--- src/design/tiny32_pkg.sv ---
package tiny32_pkg;

    localparam int xlen = 32;
    localparam int rom_bits = 10;
    localparam int ram_bits = 10;

    typedef logic [xlen-1:0] word_t;
    typedef logic [4:0] reg_idx_t;

    localparam word_t reset_pc = 32'h40000000;

    // selected by the two top address bits
    typedef enum logic [1:0] {
        region_io_none = 2'd0,
        region_rom     = 2'd1,
        region_ram     = 2'd2
    } region_t;

    typedef enum logic [6:0] {
        op_load    = 7'd3,
        op_custom  = 7'd11,
        op_alu_imm = 7'd19,
        op_auipc   = 7'd23,
        op_store   = 7'd35,
        op_alu_reg = 7'd51,
        op_lui     = 7'd55,
        op_branch  = 7'd99,
        op_jalr    = 7'd103,
        op_jal     = 7'd111
    } opcode_t;

    typedef enum logic [3:0] {
        add, sub, sll, srl, sra,
        and_op, or_op, xor_op, slt, sltu
    } alu_op_t;

    // encoding follows func3[1:0] of loads and stores
    typedef enum logic [1:0] {
        mem_byte = 2'd0,
        mem_half = 2'd1,
        mem_word = 2'd2
    } mem_size_t;

    typedef enum logic [2:0] {
        fetch, fetch_wait, decode, execute,
        mem_addr, mem_wait, io_wait, writeback
    } stage_t;

    typedef struct packed {
        opcode_t   opcode;
        alu_op_t   alu_op;
        logic [2:0] func3;
        reg_idx_t  rs1;
        reg_idx_t  rs2;
        reg_idx_t  rd;
        word_t     imm;
        logic      use_imm;
        logic      is_load;
        logic      is_store;
        logic      is_unsigned;
        mem_size_t mem_size;
        logic      is_in;
        logic      is_out;
        logic      is_hlt;
        logic      writes_rd;
        logic      illegal;
    } decoded_t;

    typedef struct packed {
        logic       valid;
        word_t      addr;
        logic [3:0] write_strobe;
        word_t      write_data;
        mem_size_t  size;
        logic       is_unsigned;
    } mem_req_t;

endpackage
--- src/design/tiny32_decoder.sv ---
`timescale 1ns/1ps

module tiny32_decoder (
    input  tiny32_pkg::word_t    instr,
    output tiny32_pkg::decoded_t dec
);
    import tiny32_pkg::*;

    logic [2:0] func3;
    logic       alt;
    word_t      imm_i;
    word_t      imm_s;
    word_t      imm_b;
    word_t      imm_u;
    word_t      imm_j;

    assign func3 = instr[14:12];
    // func7 bit 5 selects sub and sra
    assign alt = instr[30];

    assign imm_i = {{20{instr[31]}}, instr[31:20]};
    assign imm_s = {{20{instr[31]}}, instr[31:25], instr[11:7]};
    assign imm_b = {{19{instr[31]}}, instr[31], instr[7], instr[30:25], instr[11:8], 1'b0};
    assign imm_u = {instr[31:12], 12'h000};
    assign imm_j = {{11{instr[31]}}, instr[31], instr[19:12], instr[20], instr[30:21], 1'b0};

    function automatic alu_op_t alu_decode(input logic [2:0] f3, input logic alt_bit);
        case (f3)
            3'd0: alu_decode = alt_bit ? sub : add;
            3'd1: alu_decode = sll;
            3'd2: alu_decode = slt;
            3'd3: alu_decode = sltu;
            3'd4: alu_decode = xor_op;
            3'd5: alu_decode = alt_bit ? sra : srl;
            3'd6: alu_decode = or_op;
            default: alu_decode = and_op;
        endcase
    endfunction

    always_comb begin
        dec = '0;
        dec.opcode = opcode_t'(instr[6:0]);
        dec.func3 = func3;
        dec.rs1 = instr[19:15];
        dec.rs2 = instr[24:20];
        dec.rd = instr[11:7];
        dec.alu_op = add;
        dec.mem_size = mem_size_t'(func3[1:0]);
        dec.is_unsigned = func3[2];
        case (instr[6:0])
            op_load: begin
                dec.imm = imm_i;
                dec.use_imm = 1'b1;
                dec.is_load = 1'b1;
                dec.writes_rd = 1'b1;
                dec.illegal = func3 inside {3'd3, 3'd6, 3'd7};
            end
            op_store: begin
                dec.imm = imm_s;
                dec.use_imm = 1'b1;
                dec.is_store = 1'b1;
                dec.illegal = func3[2] || func3[1:0] == 2'd3;
            end
            op_alu_imm: begin
                dec.imm = imm_i;
                dec.use_imm = 1'b1;
                dec.writes_rd = 1'b1;
                // addi keeps the sign bit of its immediate in bit 30
                dec.alu_op = alu_decode(func3, alt && func3 == 3'd5);
            end
            op_alu_reg: begin
                dec.writes_rd = 1'b1;
                dec.alu_op = alu_decode(func3, alt);
            end
            op_lui, op_auipc: begin
                dec.imm = imm_u;
                dec.writes_rd = 1'b1;
            end
            op_branch: begin
                dec.imm = imm_b;
                dec.illegal = func3 inside {3'd2, 3'd3};
            end
            op_jalr: begin
                dec.imm = imm_i;
                dec.use_imm = 1'b1;
                dec.writes_rd = 1'b1;
                dec.illegal = func3 != 3'd0;
            end
            op_jal: begin
                dec.imm = imm_j;
                dec.writes_rd = 1'b1;
            end
            op_custom: begin
                dec.is_hlt = func3 == 3'd2;
                dec.is_in = func3 == 3'd3;
                dec.is_out = func3 == 3'd4;
                dec.writes_rd = func3 == 3'd3;
                dec.illegal = !(func3 inside {3'd2, 3'd3, 3'd4});
            end
            default: dec.illegal = 1'b1;
        endcase
    end

endmodule

--- config.mk ---
export PLATFORM = sky130hd
export DESIGN_NAME = tiny32_decoder
export DESIGN_NICKNAME = d
export VERILOG_FILES = /design/src/design/tiny32_pkg.sv /design/src/design/tiny32_decoder.sv
export SDC_FILE = /design/constraint.sdc
export NUM_CORES = 1
export LEC_CHECK = 0
export BUFFER_PORTS_ARGS = -buffer_cell sky130_fd_sc_hd__buf_2
export CAP_MARGIN = 20
export CORE_AREA = 3 3 55 62
export DETAILED_ROUTE_END_ITERATION = 10
export DIE_AREA = 0 0 58 65
export PLACE_DENSITY = 0.75
export SYNTH_ARGS = -nofsm -noshare
export SYNTH_HDL_FRONTEND = slang
export SYNTH_SLANG_ARGS = --single-unit
--- constraint.sdc ---
create_clock -name vclk -period 2.2
set_input_delay 0.44 -clock vclk [all_inputs]
set_output_delay 0.44 -clock vclk [all_outputs]
set_load 0.005 [all_outputs]
==> results by stage <==
Run status:
- The run finished with clean final reports.

Setup path:
- Tracing the worst setup path back leads to its startpoint at instr[3].
- STA classifies the critical path startpoint as an input port.
- STA classifies the critical path endpoint as a primary output.
- The worst-path maximum fanout is 8.
- Data on the critical path arrives at its endpoint at 1720 ps.
- The type of the worst setup path is in2out.
- At the worst endpoint, the required time is 1760 ps.
- In this run the worst setup path terminates at dec[24].

Power and ir drop:
- For this design the ratio of total power to cell area is 131.4 mW/mm².
- The leakage power is 0.9588 nW.
- The design draws 0.1879 mW.
- The peak supply drop is 0.08705 mV.

Detailed routing:
- The detailed-routed wire length on met2 is 1.787 mm.
- After detailed routing, the met3 layer carries 268 µm of wire.
- The wire length per cell after detailed routing is 12.77 µm.
- The count of TritonRoute iterations in the first routing pass is 4.
- The ratio of routed vias to standard cells is 4.892.
- The routed wire length is 3.321 mm.
- After detailed routing, the wire length on met1 is 1.265 mm.
- The number of DRC violations after detailed-routing iteration 0 is 38.
- The top layer used by detailed routing is met3.
- The routed layout has 1272 vias.
- The number of routed nets with antenna violations is 0.
- After detailed routing, the number of remaining DRC violations is 0.

Final layout:
- The number of clock buffer instances in the layout is 0.
- In the finished design the tool counted flip-flops and latches totalling 0.
- At the end of the flow the core is filled with cells to 51.03%.
- For this run, the number of standard cells in the final layout without fillers is 260.
- The final net count is 261.
- The area added between synthesis and finish is 46.16%.
- The fraction of layout instances using a drive strength above 1 is 56.83%.
- The number of antenna diodes in the final layout is 0.
- In the final layout, flip-flops and latches occupy 0 µm².
- Fill cells in the final layout number 294.
- The multi-input combinational cells in the finished layout cover a total of 716.9 µm².

GRT:
- The via count of the first global-routing pass is 1143.
- Entering global routing, the biggest net connects 15 pins.
- For this run the aggregate overflow at the end of global routing stands at 0.
- The first global-routing pass estimated 5.126 mm of wire.
- The initial antenna violation count is 0.
- Across every metal layer, demand over resource in global routing totals 15.94%.

Place:
- The placed wire-length estimate is 2.738 mm.
- The routability-driven placement congestion ratio is 0.8066.
- The cell total after placement is 258.
- The quantity of I/O buffers inserted on ports is 104.

Timing:
- Setup repair after global routing could not meet its margin everywhere.
- In the final timing run, aggregate negative setup slack is 0 ps.
- The clock period could shrink to 2159 ps.
- The part of the cycle the worst path needs is 98.14%.
- The number of hold-slack violations in the final timing report is 0.
- The number of max-slew violations in the final report is 0.
- The maximum clock frequency is 463.2 MHz.
- The relative slew slack is 78.77%.
- The transition at the pin with the smallest max-transition slack is 317.6 ps.
- The number of endpoints failing setup at the final stage is 0.

Floorplan:
- The floorplan step defined a die boundary enclosing 0.003770 mm².
- In this run the standard cell core region covers 0.002803 mm².
- The initial utilization of the core area, before any placement, comes to 34.91%.
- The die is 58 µm wide.
- The height of the die is 65 µm.
- The floorplan has 20 rows.
- 104 I/O pins were placed.

Synthesis:
- The share of the synthesized area in the top cell type is 23.02%.
- The number of warning messages in the yosys log is 0.
- Synthesis produced 147 cells.
- Of the synthesized area, sequential elements account for 0%.
- The post-synthesis net count is 179.
- The post-synthesis instance area is 978.4 µm².
- The count of unique library cells instantiated by Yosys is 42.
- The leading area contributor after synthesis is buf_4.
- After synthesis, the cell types taking the most area are buf_4 (23%), a21o_1 (15%), nor2_1 (6.1%).
- After synthesis, the mean cell area works out to 6.656 µm².

Clock tree:
- The number of hold buffers added after cts is 0.

Worst hold path:
- The worst min-delay path class is in2out.

Run:
- The max capacitance violation total is 0.
-- placed cells by master, fill, tap and decap left out, types with 2 or more instances in the layout --
master / instances
buf_6: 3
nor2_1: 15
nand3_1: 3
nand2_1: 3
buf_4: 12
nand2b_1: 2
a211oi_1: 2
nor2b_1: 9
a211o_1: 2
a22o_1: 5
o21ai_0: 4
or2_2: 2
and3_1: 4
buf_2: 101
inv_1: 2
a21oi_1: 6
nor3_1: 5
a21o_1: 19
nor3b_1: 2
-- report_power, final --
| part | switching [mW] | total, mW | internal (mW) |
|---|---|---|---|
| registers | 0 | 0 | 0 |
| clock network | 0 | 0 | 0 |
| logic | 0.0924 | 0.188 | 0.0956 |
-- area by class of cell --
| class | count | area share (%) |
|---|---|---|
| inverters | 2 | 0.5249 |
| multi-input cells | 107 | 50.13 |
| well taps | 33 | 2.887 |
| repair buffers | 118 | 46.46 |
-- cell usage after synthesis, types with 3 or more instances --
| cell | n |
|---|---|
| clkbuf_1 | 3 |
| nor2_1 | 16 |
| a22o_1 | 5 |
| nor3_1 | 6 |
| a21oi_1 | 6 |
| nand2_1 | 3 |
| buf_2 | 4 |
| buf_4 | 30 |
| o21ai_0 | 4 |
| a21o_1 | 19 |
| and3_1 | 4 |
| nand3_1 | 3 |
| nor2b_1 | 9 |
-- what timing repair did --
action                     4_1_cts  5_1_grt
resized for setup                0       15
setup endpoints to repair        0       22
buffers inserted                 0        2
-- metrics by stage --
step	setup WS (ps)	cell area (µm²)	hold slack, ps
after global placement	24.68	1363	1062
final	40.98	1430	1063
after global routing	-76.71	1430	1071
after floorplan	234.0	978.4	960.8
after detailed placement	10.61	1363	1064
after CTS	5.042	1363	1064
-- kinds of logic after synthesis --
kind of cell | after synthesis | share of synthesized area [%]
AOI/OAI and AO/OA | 47 | 35.68
and+or+nand+nor | 59 | 35.04
muxes | 1 | 1.151
buffers and inverters | 40 | 28.13
-- worst min-delay path by stage --
stage,from,endpoint,slack (ps),depth (start not counted)
2_1_floorplan,instr[7],dec[43],960,1
3_3_place_gp,instr[17],dec[55],1060,2
3_5_place_dp,instr[16],dec[54],1060,2
4_1_cts,instr[16],dec[54],1060,2
5_1_grt,instr[19],dec[57],1070,2
6_report,instr[16],dec[54],1060,2
-- worst max-delay path, cell delays in order --
cell       delay, ps
buf_8            100
nand4bb_1        220
or3_4            460
a21oi_4          270
a21o_1           120
buf_2            110
-- routing by layer --
| metal | global-route usage, % | vias to the layer above |
|---|---|---|
| li1 | - | 654 |
| met1 | 20.19 | 563 |
| met2 | 30.79 | 55 |
| met3 | 0.5976 | 0 |
| met4 | 0.2899 | 0 |
| met5 | 0 | - |
Note: power is estimated with default switching activity, not from simulation.
