### src/design/tiny32_pkg.sv
package tiny32_pkg;

    localparam int xlen = 32;
    localparam int rom_bits = 10;
    localparam int ram_bits = 10;

    typedef logic [xlen-1:0] word_t;
    typedef logic [4:0] reg_idx_t;

    localparam word_t reset_pc = 32'h40000000;

    // selected by the two top address bits
    typedef enum logic [1:0] {
        region_io_none = 2'd0,
        region_rom     = 2'd1,
        region_ram     = 2'd2
    } region_t;

    typedef enum logic [6:0] {
        op_load    = 7'd3,
        op_custom  = 7'd11,
        op_alu_imm = 7'd19,
        op_auipc   = 7'd23,
        op_store   = 7'd35,
        op_alu_reg = 7'd51,
        op_lui     = 7'd55,
        op_branch  = 7'd99,
        op_jalr    = 7'd103,
        op_jal     = 7'd111
    } opcode_t;

    typedef enum logic [3:0] {
        add, sub, sll, srl, sra,
        and_op, or_op, xor_op, slt, sltu
    } alu_op_t;

    // encoding follows func3[1:0] of loads and stores
    typedef enum logic [1:0] {
        mem_byte = 2'd0,
        mem_half = 2'd1,
        mem_word = 2'd2
    } mem_size_t;

    typedef enum logic [2:0] {
        fetch, fetch_wait, decode, execute,
        mem_addr, mem_wait, io_wait, writeback
    } stage_t;

    typedef struct packed {
        opcode_t   opcode;
        alu_op_t   alu_op;
        logic [2:0] func3;
        reg_idx_t  rs1;
        reg_idx_t  rs2;
        reg_idx_t  rd;
        word_t     imm;
        logic      use_imm;
        logic      is_load;
        logic      is_store;
        logic      is_unsigned;
        mem_size_t mem_size;
        logic      is_in;
        logic      is_out;
        logic      is_hlt;
        logic      writes_rd;
        logic      illegal;
    } decoded_t;

    typedef struct packed {
        logic       valid;
        word_t      addr;
        logic [3:0] write_strobe;
        word_t      write_data;
        mem_size_t  size;
        logic       is_unsigned;
    } mem_req_t;

endpackage
### src/design/tiny32_control.sv
`timescale 1ns/1ps

module tiny32_control (
    input  logic                 clk,
    input  logic                 nreset,
    input  tiny32_pkg::decoded_t instr_dec,
    output tiny32_pkg::word_t    instr,
    input  tiny32_pkg::word_t    rs_data1,
    input  tiny32_pkg::word_t    rs_data2,
    output logic                 rf_we,
    output tiny32_pkg::reg_idx_t rf_rd,
    output tiny32_pkg::word_t    rf_wdata,
    input  tiny32_pkg::word_t    alu_result,
    input  logic                 take_branch,
    input  tiny32_pkg::word_t    target,
    output tiny32_pkg::word_t    pc,
    output tiny32_pkg::mem_req_t mem_req,
    input  tiny32_pkg::word_t    mem_rdata,
    input  logic                 mem_fault,
    output tiny32_pkg::word_t    io_address,
    output tiny32_pkg::word_t    io_data_out,
    output logic                 io_req,
    output logic                 io_nwr,
    input  tiny32_pkg::word_t    io_data_in,
    input  logic                 io_ready,
    output logic                 hlt,
    output logic                 error
);
    import tiny32_pkg::*;

    stage_t stage;
    word_t  wb_data;
    word_t  exec_value;
    logic   fetching;

    assign fetching = stage == fetch || stage == fetch_wait;

    // fetch and data access share the one memory port
    always_comb begin
        mem_req = '0;
        mem_req.valid = fetching || stage == mem_addr || stage == mem_wait;
        mem_req.addr = fetching ? pc : alu_result;
        mem_req.size = fetching ? mem_word : instr_dec.mem_size;
        mem_req.is_unsigned = !fetching && instr_dec.is_unsigned;
        mem_req.write_data = rs_data2;
        if (stage == mem_addr && instr_dec.is_store) begin
            case (instr_dec.mem_size)
                mem_byte: mem_req.write_strobe = 4'b0001;
                mem_half: mem_req.write_strobe = 4'b0011;
                default: mem_req.write_strobe = 4'b1111;
            endcase
        end
    end

    // result of instructions that skip memory and io
    always_comb begin
        case (instr_dec.opcode)
            op_lui: exec_value = instr_dec.imm;
            op_auipc: exec_value = pc + instr_dec.imm;
            op_jal, op_jalr: exec_value = pc + 32'd4;
            default: exec_value = alu_result;
        endcase
    end

    assign rf_we = stage == writeback && instr_dec.writes_rd;
    assign rf_rd = instr_dec.rd;
    assign rf_wdata = wb_data;

    always_ff @(posedge clk) begin
        if (!nreset) begin
            stage <= fetch;
            pc <= reset_pc;
            io_req <= 1'b0;
            io_nwr <= 1'b1;
            hlt <= 1'b0;
            error <= 1'b0;
        end else if (!hlt && !error) begin
            case (stage)
                fetch: begin
                    if (mem_fault) begin
                        error <= 1'b1;
                    end else begin
                        stage <= fetch_wait;
                    end
                end
                fetch_wait: begin
                    instr <= mem_rdata;
                    stage <= decode;
                end
                decode: begin
                    if (instr_dec.illegal) begin
                        error <= 1'b1;
                    end else begin
                        stage <= execute;
                    end
                end
                execute: begin
                    if (instr_dec.is_hlt) begin
                        hlt <= 1'b1;
                    end else if (instr_dec.is_load || instr_dec.is_store) begin
                        stage <= mem_addr;
                    end else if (instr_dec.is_in || instr_dec.is_out) begin
                        io_req <= 1'b1;
                        io_address <= rs_data1;
                        io_data_out <= rs_data2;
                        io_nwr <= !instr_dec.is_out;
                        stage <= io_wait;
                    end else begin
                        wb_data <= exec_value;
                        stage <= writeback;
                    end
                end
                mem_addr: begin
                    if (mem_fault) begin
                        error <= 1'b1;
                    end else begin
                        stage <= mem_wait;
                    end
                end
                mem_wait: begin
                    wb_data <= mem_rdata;
                    stage <= writeback;
                end
                io_wait: begin
                    if (io_ready) begin
                        io_req <= 1'b0;
                        wb_data <= io_data_in;
                        stage <= writeback;
                    end
                end
                default: begin
                    pc <= take_branch ? target : pc + 32'd4;
                    stage <= fetch;
                end
            endcase
        end
    end

endmodule

### config.mk
export PLATFORM = sky130hd
export DESIGN_NAME = tiny32_control
export DESIGN_NICKNAME = d
export VERILOG_FILES = /design/src/design/tiny32_pkg.sv /design/src/design/tiny32_control.sv
export SDC_FILE = /design/constraint.sdc
export NUM_CORES = 1
export LEC_CHECK = 0
export BUFFER_PORTS_ARGS = -buffer_cell sky130_fd_sc_hd__buf_2
export CAP_MARGIN = 40
export CORE_AREA = 3 3 195 197
export DETAILED_ROUTE_END_ITERATION = 6
export DIE_AREA = 0 0 198 200
export GPL_TIMING_DRIVEN = 0
export PLACE_DENSITY = 0.58
export SYNTH_ARGS = -nofsm -noshare
export SYNTH_HDL_FRONTEND = slang
export SYNTH_SLANG_ARGS = --single-unit
export TNS_END_PERCENT = 20
### constraint.sdc
create_clock -name clk -period 9.6 [get_ports clk]
set_input_delay 0 -clock clk [delete_from_list [all_inputs] [get_ports clk]]
set_output_delay 0 -clock clk [all_outputs]
set_load 0.1 [all_outputs]
==> flow_metrics.env <==
export IMPL_placed_cells=2013
export IMPL_fp_dieW_um=198
export IMPL_fp_dieH_um=200
export IMPL_fin_util=0.4269
export IMPL_fin_crit_ps=3668
export IMPL_routed_wl_um=52770
export IMPL_wire_per_inst_um=23.88
export IMPL_final_common_cell="buf_2"
export IMPL_grt_util_all_layers=0.2549
export IMPL_drtAntennaViolNets=0
export IMPL_cp_slowest_cell="dfxtp_1"
export IMPL_total_power_w=0.002130
export IMPL_cp_max_fo=5
export IMPL_core_um2=36430
export IMPL_port_buffers=485
export IMPL_whs_ps=25.34
export IMPL_final_hold_violation_count=0
export IMPL_synth_enable_flop_cells=128
export IMPL_drv_cap=0
export IMPL_worst_pin_slew_ps=904.5
export IMPL_drive_above_1_share=0.3565
export IMPL_area_delta_synth_final_pct=51.86
export IMPL_async_flop_share=0
export IMPL_maxSlewHeadroom=0.3937
export IMPL_cellPowerDensity_nw_per_um2=137.0
export IMPL_start_util=0.2811
export IMPL_run_status="finished clean"
export IMPL_critPathLaunchType="flop"
export IMPL_fmax_mhz=272.7
export IMPL_fp_dieArea_um2=39600
export IMPL_nFillCells=3651
export IMPL_drt_iter0_markers=972
export IMPL_clk_root_buffer_cell="clkbuf_16"
export IMPL_drc=0
export IMPL_clock_sinks=167
export IMPL_grt_max_degree=64
export IMPL_grt_pass1_wl_um=73720
export IMPL_grt_pass1_vias=11120
export IMPL_critical_path_class="flop to flop"
export IMPL_cp_required_ps=9780
export IMPL_fin_nets=2029
export IMPL_period_share=0.3821
export IMPL_final_cells=2210
export IMPL_path_cells="ha_1 > inv_1 > fa_1 > nand2b_1 > a21oi_1 > o41a_1 > nand2_1 > o311a_1 > o31ai_1 > xnor2_1 > o21ai_0"
export IMPL_yosysSeqAreaShare=0.4515
export IMPL_setup_viol=0
export IMPL_dr_pass1_iters=7
export IMPL_dp_hpwl_um=42250
export IMPL_tns_ps=0
export IMPL_postSynthAreaPerCell_um2=9.764
export IMPL_hold_class="primary input to flop"
export IMPL_rsz0062_at_grt="false"
export IMPL_syn_inst=1049
export IMPL_finClkSkew_ps=13.31
export IMPL_slew_viol_final=0
export IMPL_cts_resized=0
export IMPL_cp_arrival_ps=3840
export IMPL_worstSetupEndpointType="flop"
export IMPL_max_stage_delay_ps=430
export IMPL_synth_area_um2=10240
export IMPL_rows=70
export IMPL_cts_buffer_depth=2
export IMPL_gp_congestion=0.9415
export IMPL_cts_buffers_inserted=17
export IMPL_crit_path_start="pc[0]"
export IMPL_gr_total_overflow=0
export IMPL_min_from="io_data_in[14]"
export IMPL_route_vias_total=11480
export IMPL_vdd_drop_max_uv=113.9
export IMPL_rr_startpoint="pc[0]"
export IMPL_clock_latency_ps=460
export IMPL_leakagePower_nw=6.612
export IMPL_cts_tree="yes"
export IMPL_ioPinCount=511
export IMPL_synth_ff_type="edfxtp_1"
export IMPL_h_tree_depth=4
export IMPL_clk_pin_slew_ps=80
export IMPL_yosys_warnings=0
export IMPL_syn_nets=1351
export IMPL_viasPerCell=5.195
export IMPL_antenna_found_initial=5
export IMPL_yosys_register_bits=167
export IMPL_yosysUniqueCellTypes=73
export IMPL_mostFrequentLayoutCells="buf_2, dlygate4sd3_1, edfxtp_1"
cells in the mapped netlist (all sizes together) (8+ instances only):
| master | n | share of area |
|---|---|---|
| inv | 19 | 0.0070 |
| clkbuf | 64 | 0.023 |
| and2 | 11 | 0.0067 |
| nor2 | 86 | 0.032 |
| o21ai | 83 | 0.041 |
| a221oi | 10 | 0.0086 |
| o31ai | 17 | 0.012 |
| edfxtp | 128 | 0.38 |
| nand2b | 9 | 0.0055 |
| a211oi | 10 | 0.0078 |
| nand2 | 78 | 0.029 |
| nand4 | 14 | 0.0086 |
| mux2 | 32 | 0.035 |
| a22o | 8 | 0.0068 |
| buf | 41 | 0.029 |
| a21oi | 84 | 0.042 |
| a22oi | 32 | 0.023 |
| xnor2 | 30 | 0.026 |
| a222oi | 10 | 0.0098 |
| xor2 | 20 | 0.017 |
| a221o | 8 | 0.0078 |
| and3 | 18 | 0.011 |
| nand3 | 33 | 0.016 |
| ha | 32 | 0.039 |
| o211ai | 17 | 0.013 |
| and4 | 8 | 0.0068 |
| a31oi | 9 | 0.0070 |
| dfxtp | 39 | 0.076 |
| o21a | 13 | 0.0095 |
| nor3 | 20 | 0.011 |
layout make-up:
cell class                 instances  area [µm²]  area share
multi-input combinational        757        5015      0.3224
sequential                       167        4624      0.2973
timing repair buffer             659        4182      0.2688
tap                              468       585.6     0.03765
buffer                           105       539.3     0.03467
clock buffer                      17       425.4     0.02735
clock inverter                    14       100.1    0.006436
inverter                          20       75.07    0.004827
antenna                            3       7.507   0.0004827
through the flow:
| stage | setup slack, ps | cell area, µm² |
|---|---|---|
| floorplan | 5514 | 10240 |
| global placement | 2581 | 13260 |
| detailed placement | 6012 | 13390 |
| CTS | 6006 | 15550 |
| global route | 5816 | 15550 |
| finish | 5932 | 15550 |
worst paths after layout:
check / endpoint / slack (ps) / depth (start not counted)
max: rf_wdata[28] / 5930 / 11
min: rf_wdata[14] / 30 / 4
max reg2reg: rf_wdata[28] / 5930 / 11
min reg2reg: io_req / 530 / 1
power by group:
part / leakage (nW) / switching [W] / total [W] / internal [W]
logic: 4.89 / 0.000480 / 0.000662 / 0.000182
registers: 1.47 / 0.00000665 / 0.000806 / 0.000799
clock network: 0.255 / 0.000331 / 0.000662 / 0.000331
critical path: cells and delay by family, from the launching register on:
family / cells / cell delay, ps
AOI/OAI and AO/OA: 5 / 1610
adders and majority gates: 2 / 670
buffers and inverters: 1 / 80
DFF: 1 / 430
xor gates and xnor gates: 1 / 300
and+or+nand+nor: 2 / 300
state kept, by name (all words and copies together), names as in the netlist, 3 cells and up:
| signal | count |
|---|---|
| instr | 32 |
| io_address | 32 |
| io_data_out | 32 |
| pc | 32 |
| rf_wdata | 32 |
| stage | 3 |
repair_timing:
action / in CTS / in global routing
hold buffers: 163 / 0
buffers inserted: 0 / 0
endpoints found under the hold margin: 155 / 0
routing by layer:
| layer | wire length (µm) | GRT usage |
|---|---|---|
| met1 | 21350 | 0.3191 |
| met2 | 26310 | 0.4505 |
| met3 | 3648 | 0.04079 |
| met4 | 1467 | 0.08493 |
| met5 | 0 | 0 |
logic make-up after synthesis:
kind of cell / Yosys count / synth area share
compound gates: 341 / 0.2247
xor+xnor: 50 / 0.04276
fa+ha+maj: 33 / 0.04105
buf+inv: 125 / 0.05998
flops: 167 / 0.4515
mux: 39 / 0.04202
simple gates: 294 / 0.1380
Power figures use the tool's default switching activity.
