File: src/design/tiny32_pkg.sv
package tiny32_pkg;

    localparam int xlen = 32;
    localparam int rom_bits = 10;
    localparam int ram_bits = 10;

    typedef logic [xlen-1:0] word_t;
    typedef logic [4:0] reg_idx_t;

    localparam word_t reset_pc = 32'h40000000;

    // selected by the two top address bits
    typedef enum logic [1:0] {
        region_io_none = 2'd0,
        region_rom     = 2'd1,
        region_ram     = 2'd2
    } region_t;

    typedef enum logic [6:0] {
        op_load    = 7'd3,
        op_custom  = 7'd11,
        op_alu_imm = 7'd19,
        op_auipc   = 7'd23,
        op_store   = 7'd35,
        op_alu_reg = 7'd51,
        op_lui     = 7'd55,
        op_branch  = 7'd99,
        op_jalr    = 7'd103,
        op_jal     = 7'd111
    } opcode_t;

    typedef enum logic [3:0] {
        add, sub, sll, srl, sra,
        and_op, or_op, xor_op, slt, sltu
    } alu_op_t;

    // encoding follows func3[1:0] of loads and stores
    typedef enum logic [1:0] {
        mem_byte = 2'd0,
        mem_half = 2'd1,
        mem_word = 2'd2
    } mem_size_t;

    typedef enum logic [2:0] {
        fetch, fetch_wait, decode, execute,
        mem_addr, mem_wait, io_wait, writeback
    } stage_t;

    typedef struct packed {
        opcode_t   opcode;
        alu_op_t   alu_op;
        logic [2:0] func3;
        reg_idx_t  rs1;
        reg_idx_t  rs2;
        reg_idx_t  rd;
        word_t     imm;
        logic      use_imm;
        logic      is_load;
        logic      is_store;
        logic      is_unsigned;
        mem_size_t mem_size;
        logic      is_in;
        logic      is_out;
        logic      is_hlt;
        logic      writes_rd;
        logic      illegal;
    } decoded_t;

    typedef struct packed {
        logic       valid;
        word_t      addr;
        logic [3:0] write_strobe;
        word_t      write_data;
        mem_size_t  size;
        logic       is_unsigned;
    } mem_req_t;

endpackage
File: src/design/tiny32_alu.sv
`timescale 1ns/1ps

module tiny32_alu (
    input  tiny32_pkg::word_t    a,
    input  tiny32_pkg::word_t    b,
    input  tiny32_pkg::word_t    pc,
    input  tiny32_pkg::decoded_t dec,
    output tiny32_pkg::word_t    result,
    output logic                 take_branch,
    output tiny32_pkg::word_t    target
);
    import tiny32_pkg::*;

    word_t op2;
    word_t diff;
    logic  carry;
    logic  zero;
    logic  signed_lt;
    logic  cond;

    assign op2 = dec.use_imm ? dec.imm : b;
    // borrow out of the subtraction doubles as unsigned less-than
    assign {carry, diff} = {1'b0, a} - {1'b0, op2};
    assign zero = diff == '0;
    assign signed_lt = (a[xlen-1] != op2[xlen-1]) ? a[xlen-1] : diff[xlen-1];

    always_comb begin
        case (dec.alu_op)
            add: result = a + op2;
            sub: result = diff;
            sll: result = a << op2[4:0];
            srl: result = a >> op2[4:0];
            sra: result = $signed(a) >>> op2[4:0];
            and_op: result = a & op2;
            or_op: result = a | op2;
            xor_op: result = a ^ op2;
            slt: result = {{(xlen-1){1'b0}}, signed_lt};
            sltu: result = {{(xlen-1){1'b0}}, carry};
            default: result = '0;
        endcase
    end

    always_comb begin
        case (dec.func3)
            3'd0: cond = zero;
            3'd1: cond = !zero;
            3'd4: cond = signed_lt;
            3'd5: cond = !signed_lt;
            3'd6: cond = carry;
            default: cond = !carry;
        endcase
    end

    assign take_branch = (dec.opcode == op_branch && cond) || dec.opcode == op_jal
                         || dec.opcode == op_jalr;
    // jalr adds rs1 and imm through the adder and drops bit 0
    assign target = (dec.opcode == op_jalr) ? {result[xlen-1:1], 1'b0} : pc + dec.imm;

endmodule

File: config.mk
export PLATFORM = sky130hd
export DESIGN_NAME = tiny32_alu
export DESIGN_NICKNAME = d
export VERILOG_FILES = /design/src/design/tiny32_pkg.sv /design/src/design/tiny32_alu.sv
export SDC_FILE = /design/constraint.sdc
export NUM_CORES = 1
export LEC_CHECK = 0
export ABC_AREA = 1
export ABC_CLOCK_PERIOD_IN_PS = 4800
export BUFFER_PORTS_ARGS = -buffer_cell sky130_fd_sc_hd__buf_2
export CAP_MARGIN = 5
export CELL_PAD_IN_SITES_DETAIL_PLACEMENT = 1
export CELL_PAD_IN_SITES_GLOBAL_PLACEMENT = 1
export CORE_MARGIN = 1.5
export CORE_UTILIZATION = 35
export DETAILED_ROUTE_END_ITERATION = 16
export PLACE_DENSITY_LB_ADDON = 0.15
export SLEW_MARGIN = 10
export SYNTH_ARGS = -nofsm -noshare
export SYNTH_HDL_FRONTEND = slang
export SYNTH_SLANG_ARGS = --single-unit
File: constraint.sdc
create_clock -name vclk -period 4.8
set_input_delay 0.48 -clock vclk [all_inputs]
set_output_delay 0.48 -clock vclk [all_outputs]
set_load 0.005 [all_outputs]
==> impl_metrics.csv, run 1 <==
group,metric,value,unit
status,outcome,"finished, violations left",
status,violations,"setup timing",
route,drc,0,
timing,rsz0062_at_grt,"yes",
setup_path,critical_path.startpoint_type,"input port",
logic_synthesis,synth_area_per_cell,5.15,um2
route,ant_nets,0,
setup_path,timing.critical_path.buf_inv,6,
timing,worst-slew-pin-transition,1.09,ns
global_route,grt_start_max_net_pins,72,
timing,fmax,204,MHz
layout,finish.net_count,2998,
route,drt_first_pass_iters,5,
setup_path,timing.critical_path.max_delay_family,"simple AND/OR/NAND/NOR gates",
placed_design,place.detailed.hpwl,71200,um
layout,synthToLayoutAreaGrowth,30.9,%
timing,max_slew_violation_count,0,
setup_path,setup.worst_path.class,"input port to output pin",
layout,seq_area,0,um2
layout,seq_cell_count,0,
placed_design,gp_congestion,1.11,
logic_synthesis,ys_warn_count,0,
timing,final.min_clock_period,4.90,ns
placed_design,buffer_ports.inserted,208,
setup_path,slowest_delay,0.36,ns
placed_design,place_inst,3130,
floorplan,die_h,188,um
layout,postLayoutCellArea,15600,um2
logic_synthesis,synth-seq-area-share,0,
worst_hold_path,worstHoldStart,"dec[67]",
layout,final_cell_count_no_fill,3150,
route,wl,84500,um
global_route,grt_remaining_overflow,0,
floorplan,fp.coreArea,33500,um2
cts,cts_hold_repair.buffers,0,
logic_synthesis,synth_fp_nets,2619,
layout,drive_above_1_share,0.236,
route,route.detailed.wl_per_inst,26.8,um
route,detailedRoute.firstIterationViolations,1621,
route,m1WireLength,32600,um
route,met3_length,7540,um
worst_hold_path,holdPathStages,4,
setup_path,required,4.32,ns
floorplan,floorplan.initialDensity,0.356,
global_route,grt_use_total,0.453,
setup_path,critical_path_arrival,4.42,ns
logic_synthesis,post_synth_inst_count,2319,
worst_hold_path,timing.hold.worst.class,"input port to output pin",
setup_path,critical_path_cell_sequence,"buf_12, buf_16, nand2_1, nand2_4, buf_4, ha_1, fa_1, nand2_1, a22oi_2, nand2_1, nand2_1, a21oi_1, inv_1, a21oi_1, o21ai_0, o21ai_0, nor3_1, buf_4, nand2_1, nand2_1, o21ai_1, buf_2",
timing,finalHoldViolCount,0,
floorplan,die_width,188,um
placed_design,postPlaceCellArea,15000,um2
logic_synthesis,post_synth_instance_area,11900,um2
setup_path,critical-path-slowest-cell,"a22oi_2",
layout,n_clock_buffer,0,
global_route,antenna_found_initial,3,
layout,most-common-layout-cells,"nand2_1 (656), inv_1 (303), buf_4 (260)",
logic_synthesis,yosys.cell_types.count,61,
timing,fin_ws,-0.0975,ns
floorplan,die-area,35200,um2
setup_path,crit_path_max_fanout,17,
timing,final-setup-viol-count,2,
timing,finalCritPeriodShare,1.02,
layout,fill_count,4977,
worst_hold_path,min_delay_worst_endpoint,"take_branch",
layout,multi_input_comb_area,10700,um2
layout,layout_commonest_cell,"nand2_1",
floorplan,rows,67,
global_route,grt_pass1_vias,18581,
route,detail_route.vias_per_cell,5.95,
setup_path,crit_path_end_kind,"output pin",
run,timing.max_cap.violations,0,
route,top_layer,"met4",
global_route,grt_pass1_wl,119000,um
route,wl_met2,36500,um
floorplan,ios,233,
timing,worst_slew_margin_rel,0.270,
route,total_number_of_vias,18732,
setup_path,timing.critical_path.mode_cell,"nand2_1",
through the flow:
step                      worst slack [ns]  TNS, ns  utilization  hold slack, ns
after floorplan                     0.0765        0            -            1.06
final                              -0.0975   -0.168        0.466            1.30
after global routing                -0.217   -0.353        0.466            1.32
after detailed placement            -0.567    -1.10        0.447            1.30
after global placement              -0.359   -0.543        0.447            1.28
after CTS                          0.00105        0        0.454            1.30
layer usage:
layer  track usage  up-vias
met5             0        -
met4         0.339        0
met3        0.0812      312
met2         0.723      991
met1         0.541     8995
li1              -     8434
logic make-up after synthesis:
| group | share of synthesized area |
|---|---|
| fa+ha+maj | 0.141 |
| buf+inv | 0.142 |
| mux | 0.0109 |
| compound gates | 0.283 |
| xor+xnor | 0.0169 |
| simple gates | 0.406 |
Yosys cell counts, types with 5 or more instances:
cell,number,share of area
o21ai_2,8,0.0059
mux2i_1,13,0.011
or2_2,46,0.024
inv_1,305,0.096
o2111ai_1,7,0.0051
nor3_1,25,0.010
buf_2,38,0.016
xnor2_1,8,0.0059
inv_2,7,0.0022
o22ai_1,30,0.016
or2_1,6,0.0031
a31oi_1,12,0.0063
nand3_1,144,0.060
a221oi_1,10,0.0073
nor4_1,8,0.0042
o221ai_1,8,0.0059
o21ai_0,162,0.068
a21oi_1,156,0.065
nand3b_1,5,0.0031
o21ai_1,114,0.048
nand2_1,669,0.21
o211ai_1,23,0.014
a21o_1,6,0.0038
nand4_1,38,0.020
ha_1,128,0.13
xor2_1,15,0.011
buf_6,7,0.0066
clkbuf_1,44,0.014
o21bai_1,18,0.011
nor2_1,191,0.060
buf_4,5,0.0031
o21a_1,5,0.0031
worst max-delay path by stage:
stage	start	endpoint	slack (ns)	depth (start not counted)
4_1_cts	dec[10]	take_branch	0.001	31
6_report	dec[10]	target[14]	-0.1	22
3_5_place_dp	dec[10]	take_branch	-0.57	29
5_1_grt	dec[10]	take_branch	-0.22	29
3_3_place_gp	dec[10]	take_branch	-0.36	29
2_1_floorplan	dec[10]	take_branch	0.08	30
cell type report:
cell class,instances,area share
inverter,317,0.0773
antenna,6,0.000960
timing repair buffer,476,0.202
tap,448,0.0359
multi-input combinational,1903,0.684
repair_timing:
item                                    4_1_cts  5_1_grt
gates resized for setup                      57       76
buffers inserted                              8        5
endpoints found under the setup margin        9       29
pin swaps                                    27       40
cloned                                        1        0
endpoints found under the hold margin         0        0
==> inputs of run 2 (changes only) <==
- BUFFER_PORTS_ARGS: -buffer_cell sky130_fd_sc_hd__buf_2 -> -buffer_cell sky130_fd_sc_hd__clkbuf_2
- PLACE_DENSITY_LB_ADDON: 0.15 -> 0.08
==> run 2 against run 1 <==
Against the previous run:
- the flow still finishes with violations (setup timing)
- maximum frequency grew 1.1%
- critical endpoint is now take_branch
- final area shrank 3.0%
- highest routed layer is now met5
- final cell count shrank 1.1%
- via count shrank 3.5%
- largest cell class unchanged
- sequential share of layout area is the same
==> impl_metrics.csv, run 2 (synthesis gave the netlist of run 1 again) <==
group,metric,value,unit
layout,postLayoutCellArea,15200,um2
route,total_number_of_vias,18076,
timing,fin_ws,-0.0420,ns
route,drt_first_pass_iters,6,
floorplan,die_h,188,um
timing,worst_slew_margin_rel,0.238,
global_route,grt_pass1_vias,18011,
worst_hold_path,timing.hold.worst.class,"input port to output pin",
route,m1WireLength,31000,um
setup_path,critical_path_arrival,4.36,ns
global_route,grt_start_max_net_pins,77,
timing,final-setup-viol-count,1,
route,detail_route.vias_per_cell,5.80,
layout,drive_above_1_share,0.218,
power,power.density_cell_area,159,nW/um2
floorplan,ios,233,
setup_path,required,4.32,ns
timing,hold_ws,1.27,ns
placed_design,postPlaceCellArea,14800,um2
placed_design,buffer_ports.inserted,208,
floorplan,die-area,35200,um2
floorplan,fp.coreArea,33500,um2
timing,max_slew_violation_count,0,
cts,cts_hold_repair.buffers,0,
run,timing.max_cap.violations,0,
setup_path,timing.critical_path.max_delay_family,"simple AND/OR/NAND/NOR gates",
timing,finalCritPeriodShare,1.01,
layout,seq_cell_count,0,
global_route,grt_remaining_overflow,0,
setup_path,critical-path-slowest-cell,"fa_1",
route,ant_nets,0,
power,peakVddDrop,78.7,uV
timing,final.min_clock_period,4.84,ns
route,detailedRoute.firstIterationViolations,1628,
global_route,antenna_found_initial,3,
global_route,grt_use_total,0.420,
route,route.detailed.wl_per_inst,24.6,um
setup_path,crit_path_end_kind,"output pin",
setup_path,timing.critical_path.from,"dec[10]",
floorplan,rows,67,
status,violations,"setup timing",
setup_path,slowest_delay,0.48,ns
worst_hold_path,worstHoldStart,"dec[67]",
layout,layout_commonest_cell,"nand2_1",
power,power_leakage,8.19,nW
status,outcome,"finished, violations left",
layout,finish.net_count,2969,
route,top_layer,"met5",
floorplan,floorplan.initialDensity,0.356,
setup_path,timing.critical_path.mode_cell,"nand2_1",
setup_path,crit_path_max_fanout,12,
worst_hold_path,holdPathStages,4,
layout,fill_count,5057,
route,wl_met2,34600,um
setup_path,setup.worst_path.class,"input port to output pin",
worst_hold_path,min_delay_worst_endpoint,"take_branch",
setup_path,critical_path.startpoint_type,"input port",
route,met3_length,5820,um
timing,finalHoldViolCount,0,
layout,n_clock_buffer,0,
setup_path,timing.critical_path.buf_inv,4,
timing,rsz0062_at_grt,"yes",
floorplan,die_width,188,um
route,drc,0,
layout,final_core_utilization,0.453,
timing,worst-slew-pin-transition,1.14,ns
layout,synthToLayoutAreaGrowth,27.1,%
timing,fmax,207,MHz
layout,seq_area,0,um2
placed_design,place.detailed.hpwl,66100,um
route,wl,76700,um
layout,most-common-layout-cells,"nand2_1 (664), inv_1 (303), buf_4 (234)",
global_route,grt_pass1_wl,112000,um
placed_design,gp_congestion,1.06,
run 2: power by group:
group	leakage [nW]	switching [W]	internal, W	total (W)
Combinational	8.19	0.00156	0.000844	0.00241
Sequential	0	0	0	0
Clock	0.00000597	0	0.0000000000493	0.0000000000493
run 2: area by class of cell:
cell class / count / area (um2) / share of cell area
Inverter: 317 / 1200 / 0.0791
Antenna cell: 1 / 2.50 / 0.000165
Timing Repair Buffer: 447 / 2890 / 0.191
Tap cell: 448 / 561 / 0.0369
Multi-Input combinational cell: 1903 / 10500 / 0.693
run 2: worst max path at each step:
stage                  end  cells past startpoint
2_1_floorplan  take_branch                     30
3_3_place_gp   take_branch                     28
3_5_place_dp   take_branch                     29
4_1_cts        take_branch                     28
5_1_grt        take_branch                     28
6_report       take_branch                     28
run 2: metrics by stage:
stage | setup TNS [ns] | instances | setup slack [ns] | total power (W)
after floorplan | 0 | 2319 | 0.0765 | 0.00123
after global placement | -0.724 | 3110 | -0.430 | 0.00222
after detailed placement | -1.19 | 3110 | -0.585 | 0.00227
after CTS | 0 | 3112 | 0.00605 | 0.00230
after global routing | -0.320 | 3115 | -0.213 | 0.00257
final | -0.0420 | 3116 | -0.0420 | 0.00241
run 2: layer usage:
layer	vias to the layer above	GRT usage
met5	-	0
met1	8683	0.519
met2	801	0.692
met4	4	0.242
met3	201	0.0657
li1	8387	-
run 2: tightest hold or removal path: stages:
cell	delay (ns)
clkbuf_2	0.10
nand2_1	0.06
nand2_1	0.05
clkbuf_2	0.10
run 2: what timing repair did:
action,CTS,global route
gates cloned,0,0
gates resized for setup,60,37
hold endpoints to repair,0,0
pin swaps,12,7
setup buffers,2,3
setup endpoints to repair,4,8
Power figures use the tool's default switching activity.
